===== src/hw/pattern_src_cfg.svh =====
// Constants for the transmit test-pattern source.
// Frame lengths and slot positions follow the line codes, the code
// characters carry the K flag in bit 8.
// Include in any RTL file that needs one of these values.

`ifndef PATTERN_SRC_CFG_SVH
`define PATTERN_SRC_CFG_SVH

////////////////////
// Frame lengths
////////////////////

`define SEQ_LEN_8B10B       7'd8
`define SEQ_LEN_66B         7'd33

////////////////////
// 8b10b slot map
////////////////////

`define IDLE_FIRST          7'd1
`define IDLE_LAST           7'd5
`define SKIP_SLOT           7'd6
`define PAYLOAD_SLOT_8B10B  7'd7

// Only block word that carries zeros
`define ZERO_SLOT_66B       7'd31

////////////////////
// Code characters
////////////////////

`define K28_5               9'h1BC
`define K28_3               9'h17C
`define D5_6                9'h0C5
`define D16_2               9'h050

////////////////////
// Payload seeds
////////////////////

`define WALK_SEED           32'h0000_0001
`define BLOCK_FILL          32'hAAAA_AAAA
`define HDR_66B             3'b001

`endif


===== src/hw/pattern_mode_pkg.sv =====
// Types that describe the frame structure of the pattern source.
// The sequencer fills a slot record each cycle and the generators
// and the lane mux decode it.

package pattern_mode_pkg;

    // Line code in use
    typedef enum logic {
        MODE_8B10B = 1'b0,
        MODE_66B   = 1'b1
    } mode_e;

    // What the current slot carries
    typedef enum logic [2:0] {
        SLOT_ALIGN   = 3'd0,
        SLOT_IDLE    = 3'd1,
        SLOT_SKIP    = 3'd2,
        SLOT_PAYLOAD = 3'd3,
        SLOT_BLOCK   = 3'd4
    } slot_kind_e;

    // Restart marks the first slot of a run, after reset or a mode load
    typedef struct packed {
        mode_e      mode;
        slot_kind_e kind;
        logic [6:0] index;
        logic       restart;
    } slot_t;

endpackage


===== src/hw/tx_word_pkg.sv =====
// Types for the words handed to the transceiver lane.
// One 32-bit word is seen as four code characters in 8b10b mode
// and as a single block word in 64b66b mode.

package tx_word_pkg;

    // One 8b10b character before encoding
    typedef struct packed {
        logic       k;
        logic [7:0] data;
    } code_char_t;

    // Byte 0 sits in the lowest bits
    typedef union packed {
        logic [3:0][7:0] bytes;
        logic [31:0]     block;
    } tx_word_u;

    ////////////////////
    // Generator result
    ////////////////////

    typedef struct packed {
        tx_word_u   word;
        logic [3:0] k;
        logic [2:0] hdr;
    } ctrl_word_t;

    ////////////////////
    // Lane output
    ////////////////////

    // K flag bit n belongs to byte n
    typedef struct packed {
        tx_word_u   word;
        logic [3:0] k;
        logic [2:0] hdr;
        logic [6:0] seq;
    } tx_lane_t;

endpackage


===== src/hw/ctrl_block_gen.sv =====
// Control word generator.
// Turns the current slot into the ordered set for 8b10b frames
// (alignment, idle or GE-style skip) with matching K flags, or into
// the sync-header code for 64b66b blocks. Purely combinational.

`timescale 1ns/1ps

`include "pattern_src_cfg.svh"

module ctrl_block_gen (
    input  pattern_mode_pkg::slot_t    i_slot,
    output tx_word_pkg::ctrl_word_t    o_ctrl
);

    import pattern_mode_pkg::*;
    import tx_word_pkg::*;

    localparam code_char_t C_K28_5 = `K28_5;
    localparam code_char_t C_K28_3 = `K28_3;
    localparam code_char_t C_D5_6  = `D5_6;
    localparam code_char_t C_D16_2 = `D16_2;

    // c0 goes out first, in byte 0
    function automatic ctrl_word_t pack_chars(
        input code_char_t c0,
        input code_char_t c1,
        input code_char_t c2,
        input code_char_t c3
    );
        ctrl_word_t w;
        w.word.bytes = {c3.data, c2.data, c1.data, c0.data};
        w.k          = {c3.k, c2.k, c1.k, c0.k};
        w.hdr        = 3'b000;
        return w;
    endfunction

    always_comb begin
        o_ctrl = '0;
        case (i_slot.kind)
            SLOT_ALIGN: begin
                o_ctrl = pack_chars(C_K28_3, C_D5_6, C_K28_5, C_D5_6);
            end
            SLOT_IDLE: begin
                o_ctrl = pack_chars(C_K28_5, C_D5_6, C_K28_5, C_D5_6);
            end
            SLOT_SKIP: begin
                o_ctrl = pack_chars(C_K28_5, C_D16_2, C_K28_5, C_D16_2);
            end
            SLOT_BLOCK: begin
                // Data comes from the payload side
                o_ctrl.word.block = 32'h0;
                o_ctrl.k          = 4'h0;
                o_ctrl.hdr        = `HDR_66B;
            end
            default: begin
                o_ctrl = '0;
            end
        endcase
    end

endmodule


===== src/hw/frame_sequencer.sv =====
// Frame sequencer for the pattern source.
// Holds the active line-code mode and steps through the slots of the
// frame, one slot per clock. A mode-load strobe takes the new mode
// and starts a fresh frame at slot 0.

`timescale 1ns/1ps

`include "pattern_src_cfg.svh"

module frame_sequencer (
    input  logic                    src_clk,
    input  logic                    i_src_rstn,
    input  logic                    i_mode_load,
    input  pattern_mode_pkg::mode_e i_mode,
    output pattern_mode_pkg::slot_t o_slot
);

    import pattern_mode_pkg::*;

    mode_e      mode_q;
    logic [6:0] index_q;
    logic       restart_q;
    logic [6:0] last_index;
    slot_kind_e kind;

    assign last_index = (mode_q == MODE_66B) ? `SEQ_LEN_66B - 7'd1 : `SEQ_LEN_8B10B - 7'd1;

    always_ff @(posedge src_clk) begin
        if (!i_src_rstn) begin
            mode_q    <= MODE_8B10B;
            index_q   <= '0;
            restart_q <= 1'b1;
        end else if (i_mode_load) begin
            mode_q    <= i_mode;
            index_q   <= '0;
            restart_q <= 1'b1;
        end else begin
            index_q   <= (index_q == last_index) ? 7'd0 : index_q + 7'd1;
            restart_q <= 1'b0;
        end
    end

    ////////////////////
    // Slot kind
    ////////////////////

    always_comb begin
        kind = SLOT_ALIGN;
        if (mode_q == MODE_66B) begin
            kind = SLOT_BLOCK;
        end else if (index_q inside {[`IDLE_FIRST:`IDLE_LAST]}) begin
            kind = SLOT_IDLE;
        end else if (index_q == `SKIP_SLOT) begin
            kind = SLOT_SKIP;
        end else if (index_q == `PAYLOAD_SLOT_8B10B) begin
            kind = SLOT_PAYLOAD;
        end
    end

    assign o_slot.mode    = mode_q;
    assign o_slot.kind    = kind;
    assign o_slot.index   = index_q;
    assign o_slot.restart = restart_q;

endmodule


===== src/hw/pattern_src_top.sv =====
// Top level of the transmit test-pattern source for one lane.
// The sequencer feeds the control and payload generators side by side
// and the lane mux merges and registers their words.
// i_mode is sampled only while the single-cycle i_mode_load is high.

`timescale 1ns/1ps

module pattern_src_top (
    input  logic                    src_clk,
    input  logic                    i_src_rstn,
    input  logic                    i_mode_load,
    input  pattern_mode_pkg::mode_e i_mode,
    output tx_word_pkg::tx_lane_t   o_lane
);

    import pattern_mode_pkg::*;
    import tx_word_pkg::*;

    slot_t      slot;
    ctrl_word_t ctrl;
    tx_word_u   payload;

    frame_sequencer u_frame_sequencer (
        .src_clk     (src_clk),
        .i_src_rstn  (i_src_rstn),
        .i_mode_load (i_mode_load),
        .i_mode      (i_mode),
        .o_slot      (slot)
    );

    ////////////////////
    // Generators
    ////////////////////

    ctrl_block_gen u_ctrl_block_gen (
        .i_slot (slot),
        .o_ctrl (ctrl)
    );

    payload_gen u_payload_gen (
        .src_clk    (src_clk),
        .i_src_rstn (i_src_rstn),
        .i_slot     (slot),
        .o_payload  (payload)
    );

    tx_lane_mux u_tx_lane_mux (
        .src_clk    (src_clk),
        .i_src_rstn (i_src_rstn),
        .i_slot     (slot),
        .i_ctrl     (ctrl),
        .i_payload  (payload),
        .o_lane     (o_lane)
    );

endmodule


===== src/hw/payload_gen.sv =====
// Payload generator.
// In 8b10b mode a walking one that moves left after every payload
// slot and starts over on each new run. In 64b66b mode the constant
// AA fill, with one all-zero word per frame.

`timescale 1ns/1ps

`include "pattern_src_cfg.svh"

module payload_gen (
    input  logic                    src_clk,
    input  logic                    i_src_rstn,
    input  pattern_mode_pkg::slot_t i_slot,
    output tx_word_pkg::tx_word_u   o_payload
);

    import pattern_mode_pkg::*;

    logic [31:0] walk_q;

    ////////////////////
    // Walking one
    ////////////////////

    always_ff @(posedge src_clk) begin
        if (!i_src_rstn) begin
            walk_q <= `WALK_SEED;
        end else if (i_slot.restart) begin
            walk_q <= `WALK_SEED;
        end else if (i_slot.kind == SLOT_PAYLOAD) begin
            walk_q <= {walk_q[30:0], walk_q[31]};
        end
    end

    always_comb begin
        if (i_slot.kind == SLOT_BLOCK) begin
            if (i_slot.index == `ZERO_SLOT_66B) begin
                o_payload.block = 32'h0;
            end else begin
                o_payload.block = `BLOCK_FILL;
            end
        end else begin
            o_payload.block = walk_q;
        end
    end

endmodule


===== src/hw/tx_lane_mux.sv =====
// Lane output stage.
// Picks the control or the payload word for the current slot, adds
// the K flags, header and sequence number, and registers the result.
// The lane sees slot n one clock after the sequencer holds it.

`timescale 1ns/1ps

module tx_lane_mux (
    input  logic                       src_clk,
    input  logic                       i_src_rstn,
    input  pattern_mode_pkg::slot_t    i_slot,
    input  tx_word_pkg::ctrl_word_t    i_ctrl,
    input  tx_word_pkg::tx_word_u      i_payload,
    output tx_word_pkg::tx_lane_t      o_lane
);

    import pattern_mode_pkg::*;
    import tx_word_pkg::*;

    tx_lane_t lane_d;
    logic     use_payload;

    assign use_payload = (i_slot.kind == SLOT_PAYLOAD) || (i_slot.kind == SLOT_BLOCK);

    always_comb begin
        lane_d.word = use_payload ? i_payload : i_ctrl.word;
        lane_d.k    = (i_slot.kind == SLOT_PAYLOAD) ? 4'h0 : i_ctrl.k;
        lane_d.hdr  = i_ctrl.hdr;
        // Sequence number only counts blocks
        if (i_slot.mode == MODE_66B) begin
            lane_d.seq = i_slot.index;
        end else begin
            lane_d.seq = 7'd0;
        end
    end

    ////////////////////
    // Output register
    ////////////////////

    always_ff @(posedge src_clk) begin
        if (!i_src_rstn) begin
            o_lane <= '0;
        end else begin
            o_lane <= lane_d;
        end
    end

endmodule


===== config.mk =====
export PLATFORM = sky130hd
export DESIGN_NAME = pattern_src_top
export DESIGN_NICKNAME = d
export VERILOG_FILES = /design/src/hw/pattern_mode_pkg.sv /design/src/hw/tx_word_pkg.sv /design/src/hw/ctrl_block_gen.sv /design/src/hw/frame_sequencer.sv /design/src/hw/pattern_src_top.sv /design/src/hw/payload_gen.sv /design/src/hw/tx_lane_mux.sv
export VERILOG_INCLUDE_DIRS = /design/src /design/src/hw
export SDC_FILE = /design/constraint.sdc
export NUM_CORES = 1
export LEC_CHECK = 0
export BUFFER_PORTS_ARGS = -buffer_cell sky130_fd_sc_hd__buf_4
export CAP_MARGIN = 20
export CORE_ASPECT_RATIO = 1.2
export CORE_MARGIN = 2
export CORE_UTILIZATION = 30
export DETAILED_ROUTE_END_ITERATION = 12
export GPL_ROUTABILITY_DRIVEN = 0
export PLACE_DENSITY = 0.53
export SYNTH_ARGS = -nofsm -noshare
export SYNTH_HDL_FRONTEND = slang
export SYNTH_HIERARCHICAL = 1
export SYNTH_SLANG_ARGS = --single-unit

===== constraint.sdc =====
create_clock -name src_clk -period 3.4 [get_ports src_clk]
set_clock_uncertainty 0.15 [all_clocks]
set_input_delay 0.17 -clock src_clk [delete_from_list [all_inputs] [get_ports src_clk]]
set_output_delay 0.17 -clock src_clk [all_outputs]
set_load 0.05 [all_outputs]

==> impl_results.md, run 1 <==
* Outcome: complete, no violations
* Rows at 47
* Grt total ovfl at 0
* Fin Setup TNS at 0 ns
* Ys async rst share at 0
* WL per Instance at 15.1 um
* Syn avg cell area at 8.62 um2
* Vias per cell at 5.10
* Power density over cell area at 497 mW/mm2
* YS warnings at 6
* Worst Tran Pin Value at 0.906 ns
* Unrepaired setup endpoints after global routing: false
* Crit path kind: reg2reg
* Maxcap violations at 0
* Final setup violation count at 0
* Most used DFF post-synth: dfxtp_1
* Number of remaining DRC errors at 0
* Core area at 0.0136 mm2
* Die area at 0.0148 mm2
* First-pass GRT wire length at 16.9 mm
* Worst Path Arrival at 3.18 ns
* Highest ir drop seen on vdd at 0.000197 V
* Hpwl dp at 5.84 mm
* Clock Tree Buf Depth at 2
* Total Nets Final at 504
* H-tree depth at 3
* Fin worst setup slack at 0.332 ns
* DR vias at 3433
* Pin count of the biggest net entering global routing at 50
* I/O pin count at 50
* Clock-pin transition on the worst setup and hold timing paths at 0.06 ns
* Drt pass-1 iters at 4
* Slew HR at 0.393
* Mapped cell area at 0.00416 mm2
* CTS resizes at 0
* Routed Wire Length at 10.1 mm
* GRT Util Overall at 0.143
* Vert. Die Dim at 133 um
* Final Power at 2.37 mW
* Post-CTS Setup Inserts at 0
* Crit-path max FO at 19
* # clock sinks at 87
* Setup crit end kind: register
* DR iter-0 viols at 173
* Hold Violations, Final at 0
* Worst min path class: in2reg
* Post-synth EDFFs at 0
* Worst Setup Start Kind: register
* Syn-to-layout area delta at 14.5%
* CTS buffer count at 9
* Starting Density at 0.305
* DP Area at 0.00444 mm2
* Clk_lat worst skew at 0.34 ns
* Clk root buf: clkbuf_16
* I/O Buffers at 49
* Crit share post-route at 0.902
* Fmax at 0.326 GHz
* Initial antenna violation count at 0
* Synthesized instance count at 482
* CTS tree: done
* Number of global-route vias before repair at 3311
* CP required at 3.51 ns
* Antenna diodes at 0
* Pre-CTS setup slack at 0.339 ns
* ANT nets after route at 0
* Sequential cell area fraction in the yosys report at 0.419
* Cell variety after synth at 40
* P_leak at 1.81 nW
* Worst hold slack at 0.167 ns
* Seq cells post-synth at 87
* Final Instance Area at 0.00476 mm2
* Final Max Tran Viols at 0
* Layout cells sized above 1 at 0.165
* Die width at 111 um
* Min cycle time layout at 3.07 ns
-- registers in the layout (all words and copies together) (netlist names) --
register and flops:
u_frame_sequencer/restart_q 1, u_payload_gen/walk_q 32, u_tx_lane_mux/o_lane 46, u_frame_sequencer/mode_q 1, u_frame_sequencer/index_q 7
-- power breakdown --
part	switching [mW]	total [mW]	internal (mW)
logic	0.271	0.399	0.129
clock network	0.400	0.892	0.492
registers	0.0145	1.07	1.06
-- synth_stat cells (all sizes together) (4+ instances only) --
cell type  number  area share
and3           12       0.018
xnor2           4      0.0084
a21oi          33       0.040
nor2b          18       0.027
nand2          68       0.061
inv             4      0.0036
nor2           44       0.040
clkbuf         16       0.014
buf            61        0.10
nor3b           4       0.011
and2            4      0.0060
a32oi          64        0.13
dfxtp          87        0.42
a21boi         32       0.058
-- layout make-up --
type | instances | area (um2)
clock buffers | 12 | 236
flip-flops and latches | 87 | 1740
multi-input cells | 328 | 1980
fillers | 1400 | 8880
well taps | 171 | 214
repair buffers | 67 | 556
clock inverters | 4 | 22.5
inverters | 4 | 15.0
-- worst max-delay path, cell delays in order (launching register included) --
cell and delay, ns:
dfxtp_1 0.46, inv_1 0.07, ha_1 0.19, or4b_4 0.20, nand3_1 0.07, a211oi_1 0.24
buf_4 0.23, nor2b_2 0.77, buf_4 0.35, a32oi_1 0.07, a21boi_1 0.17
-- metrics by stage --
step                instances   util
finish                    673  0.349
global route              673  0.349
CTS                       672  0.347
detailed placement        653  0.326
global placement          653  0.326
floorplan                 496      -
-- layout by cell type, fill, tap and decap left out, types with 12 or more instances in the layout --
| master | Yosys | final |
|---|---|---|
| nor2b_1 | 18 | 17 |
| a21boi_1 | 30 | 30 |
| a21oi_1 | 33 | 33 |
| and3_1 | 12 | 12 |
| nor2_1 | 44 | 44 |
| a32oi_1 | 64 | 64 |
| buf_4 | 43 | 61 |
| conb_1 | 1 | 15 |
| dfxtp_1 | 87 | 87 |
| nand2_1 | 68 | 68 |
-- kinds of logic (layout without fill, tap and decap cells) --
kind of cell	Yosys count	in the layout	share of synthesized area
AND/OR/NAND/NOR	168	168	0.195
AO/OA/AOI/OAI	135	135	0.242
flip-flops	87	87	0.419
buffers and inverters	81	87	0.119
XOR/XNOR	6	6	0.0126
adder cells (fa/ha/maj)	3	3	0.00903
other	1	15	0.000902
multiplexers	1	1	0.00241
-- per-layer routing --
metal	vias to the layer above	GRT usage	part of all wire
met5	-	0	0
met2	100	0.217	0.44
met3	13	0.0385	0.068
met4	0	0.0686	0.019
met1	1622	0.187	0.47
li1	1698	-	-
-- worst paths after layout --
path	slack (ns)	cells past startpoint	to	start
setup reg to reg	0.33	10	u_tx_lane_mux/o_lane[42]	u_frame_sequencer/index_q[0]
setup / recovery	0.33	10	u_tx_lane_mux/o_lane[42]	u_frame_sequencer/index_q[0]
hold reg to reg	0.31	2	u_payload_gen/walk_q[11]	u_payload_gen/walk_q[10]
hold / removal	0.17	2	u_frame_sequencer/mode_q	i_src_rstn
-- timing repair --
action / 4_1_cts / 5_1_grt
setup endpoints to repair: 0 / 0
hold buffers: 3 / 0
endpoints found under the hold margin: 2 / 0
Note: power is estimated with default switching activity, not from simulation.
==> run 2: changes to the inputs <==
--- a/config.mk
+++ b/config.mk
@@ -8,12 +8,15 @@
 export LEC_CHECK = 0
 export BUFFER_PORTS_ARGS = -buffer_cell sky130_fd_sc_hd__buf_4
 export CAP_MARGIN = 20
+export CELL_PAD_IN_SITES_DETAIL_PLACEMENT = 1
+export CELL_PAD_IN_SITES_GLOBAL_PLACEMENT = 1
 export CORE_ASPECT_RATIO = 1.2
 export CORE_MARGIN = 2
 export CORE_UTILIZATION = 30
 export DETAILED_ROUTE_END_ITERATION = 12
 export GPL_ROUTABILITY_DRIVEN = 0
-export PLACE_DENSITY = 0.53
+export GPL_TIMING_DRIVEN = 0
+export PLACE_DENSITY = 0.65
 export SYNTH_ARGS = -nofsm -noshare
 export SYNTH_HDL_FRONTEND = slang
 export SYNTH_HIERARCHICAL = 1
==> impl_results.md, run 2 (synthesized netlist as in run 1, its figures left out) <==
* Outcome: complete, no violations
* Final Instance Area at 0.00512 mm2 (+7.5%)
* DR iter-0 viols at 166 (-4.0%)
* Antenna diodes at 0 (unchanged)
* Vias per cell at 5.06 (-0.86%)
* Setup crit end kind: register
* Die area at 0.0148 mm2 (unchanged)
* Crit-path max FO at 14 (-5)
* Initial antenna violation count at 0 (unchanged)
* Min cycle time layout at 3.12 ns (+0.0539 ns)
* Pin count of the biggest net entering global routing at 15 (-70%)
* Fin Setup TNS at 0 ns (unchanged)
* Highest ir drop seen on vdd at 0.000202 V (+2.2%)
* Utilization after layout at 0.375 (+0.0262)
* Commonest non-fill, non-tap cell in the layout: buf_4
* Layout cells sized above 1 at 0.234 (+0.0683)
* GRT Util Overall at 0.168 (+0.0255)
* P_leak at 2.04 nW (+13%)
* DP Area at 0.00481 mm2 (+8.2%)
* Power density over cell area at 474 mW/mm2 (-4.6%)
* Largest registers: u_tx_lane_mux/o_lane (46), u_payload_gen/walk_q (32), u_frame_sequencer/index_q (7)
* Number of remaining DRC errors at 0 (unchanged)
* CTS buffer count at 9 (unchanged)
* # clock sinks at 87 (unchanged)
* Maxcap violations at 0 (unchanged)
* Most frequent cells in the layout: buf_4, dfxtp_1, nand2_1, a32oi_1, nor2_1
* Clock Tree Buf Depth at 2 (unchanged)
* I/O pin count at 50 (unchanged)
* Hold path startpoint: u_payload_gen/walk_q[24]
* Critical R2R Launch: u_frame_sequencer/index_q[1]
* Clock-pin transition on the worst setup and hold timing paths at 0.07 ns (about the same)
* Max reg flops at 46 (unchanged)
* Syn-to-layout area delta at 23.1%
* ANT nets after route at 0 (unchanged)
* Hpwl dp at 8.33 mm (+43%)
* Worst min path class: reg2reg
* Routed Wire Length at 12.1 mm (+19%)
* Worst Tran Pin Value at 0.750 ns (-0.157 ns)
* Core area at 0.0136 mm2 (unchanged)
* Number of global-route vias before repair at 3872 (+17%)
* Final Power at 2.43 mW (+2.5%)
* WL per Instance at 16.4 um (+8.7%)
* Starting Density at 0.305 (unchanged)
* Vert. Die Dim at 133 um (unchanged)
* Final Max Tran Viols at 0 (unchanged)
* Crit path kind: reg2reg
* H-tree depth at 3 (unchanged)
* Unrepaired setup endpoints after global routing: false
* Total Nets Final at 567 (+13%)
* Critical path startpoint: u_frame_sequencer/index_q[1]
* CP required at 3.52 ns (about the same)
* Hold Violations, Final at 0 (unchanged)
* CTS tree: done
* First-pass GRT wire length at 20.1 mm (+19%)
* Die width at 111 um (unchanged)
* Slew HR at 0.498 (+0.105)
* Crit share post-route at 0.918 (+0.0159)
* Drt pass-1 iters at 4 (unchanged)
* Fmax at 0.320 GHz (-1.7%)
* Grt total ovfl at 0 (unchanged)
* Post-CTS Setup Inserts at 0 (unchanged)
* Rows at 47 (unchanged)
* I/O Buffers at 49 (unchanged)
* DR vias at 3722 (+8.4%)
* Worst Path Arrival at 3.24 ns (+0.06 ns)
* Final setup violation count at 0 (unchanged)
* Clk_lat worst skew at 0.35 ns (about the same)
* Largest Register: u_tx_lane_mux/o_lane
* Clk root buf: clkbuf_16
* Placed insts at 717 (+9.8%)
* Layout Cells excl Fill at 736 (+9.4%)
* Worst Setup Start Kind: register
run 2: critical path, cell delays in order, from the launching register on:
cell and delay, ns:
dfxtp_1 0.45, ha_1 0.18, or4b_4 0.46, o32ai_1 0.25, o21ai_1 0.15, nor2_4 0.32
nor3b_4 0.11, and3_1 0.17, buf_4 0.17, buf_6 0.15, nor2_1 0.17, a32oi_1 0.13
a21boi_1 0.18
run 2: area by class of cell:
type	instances	area, um2
timing repair buffer	53	409
fill	1640	8520
inverter	4	15.0
multi-input combinational	328	1990
buffer	77	479
sequential	87	1740
tap	171	214
clock inverter	5	33.8
clock buffer	11	233
run 2: final timing paths:
check / slack, ns / cells after the start / endpoint
hold / removal: 0.32 / 2 / u_payload_gen/walk_q[25]
hold reg to reg: 0.32 / 2 / u_payload_gen/walk_q[25]
setup reg to reg: 0.28 / 12 / u_tx_lane_mux/o_lane[17]
setup / recovery: 0.28 / 12 / u_tx_lane_mux/o_lane[17]
run 2: through the flow:
stage          hold WS [ns]  worst slack, ns
6_report              0.318            0.278
5_1_grt               0.335          0.00165
4_1_cts               0.322           0.0735
3_5_place_dp          0.279           -0.195
3_3_place_gp          0.276           -0.737
2_1_floorplan         0.148            0.237
run 2: timing repair:
item                       4_1_cts  5_1_grt
hold endpoints to repair         2        0
hold buffers                     3        0
resized for setup                1        2
setup endpoints to repair       30       28
run 2: routing by layer:
layer / track usage / wire (um)
met5: 0 / 0
met4: 0.0597 / 208
met3: 0.0289 / 423
met2: 0.289 / 5980
met1: 0.213 / 5440
run 2: power breakdown:
group          switching (mW)  total, mW  internal (mW)
registers              0.0143       1.07           1.06
clock network           0.418      0.913          0.496
logic                   0.286      0.439          0.153
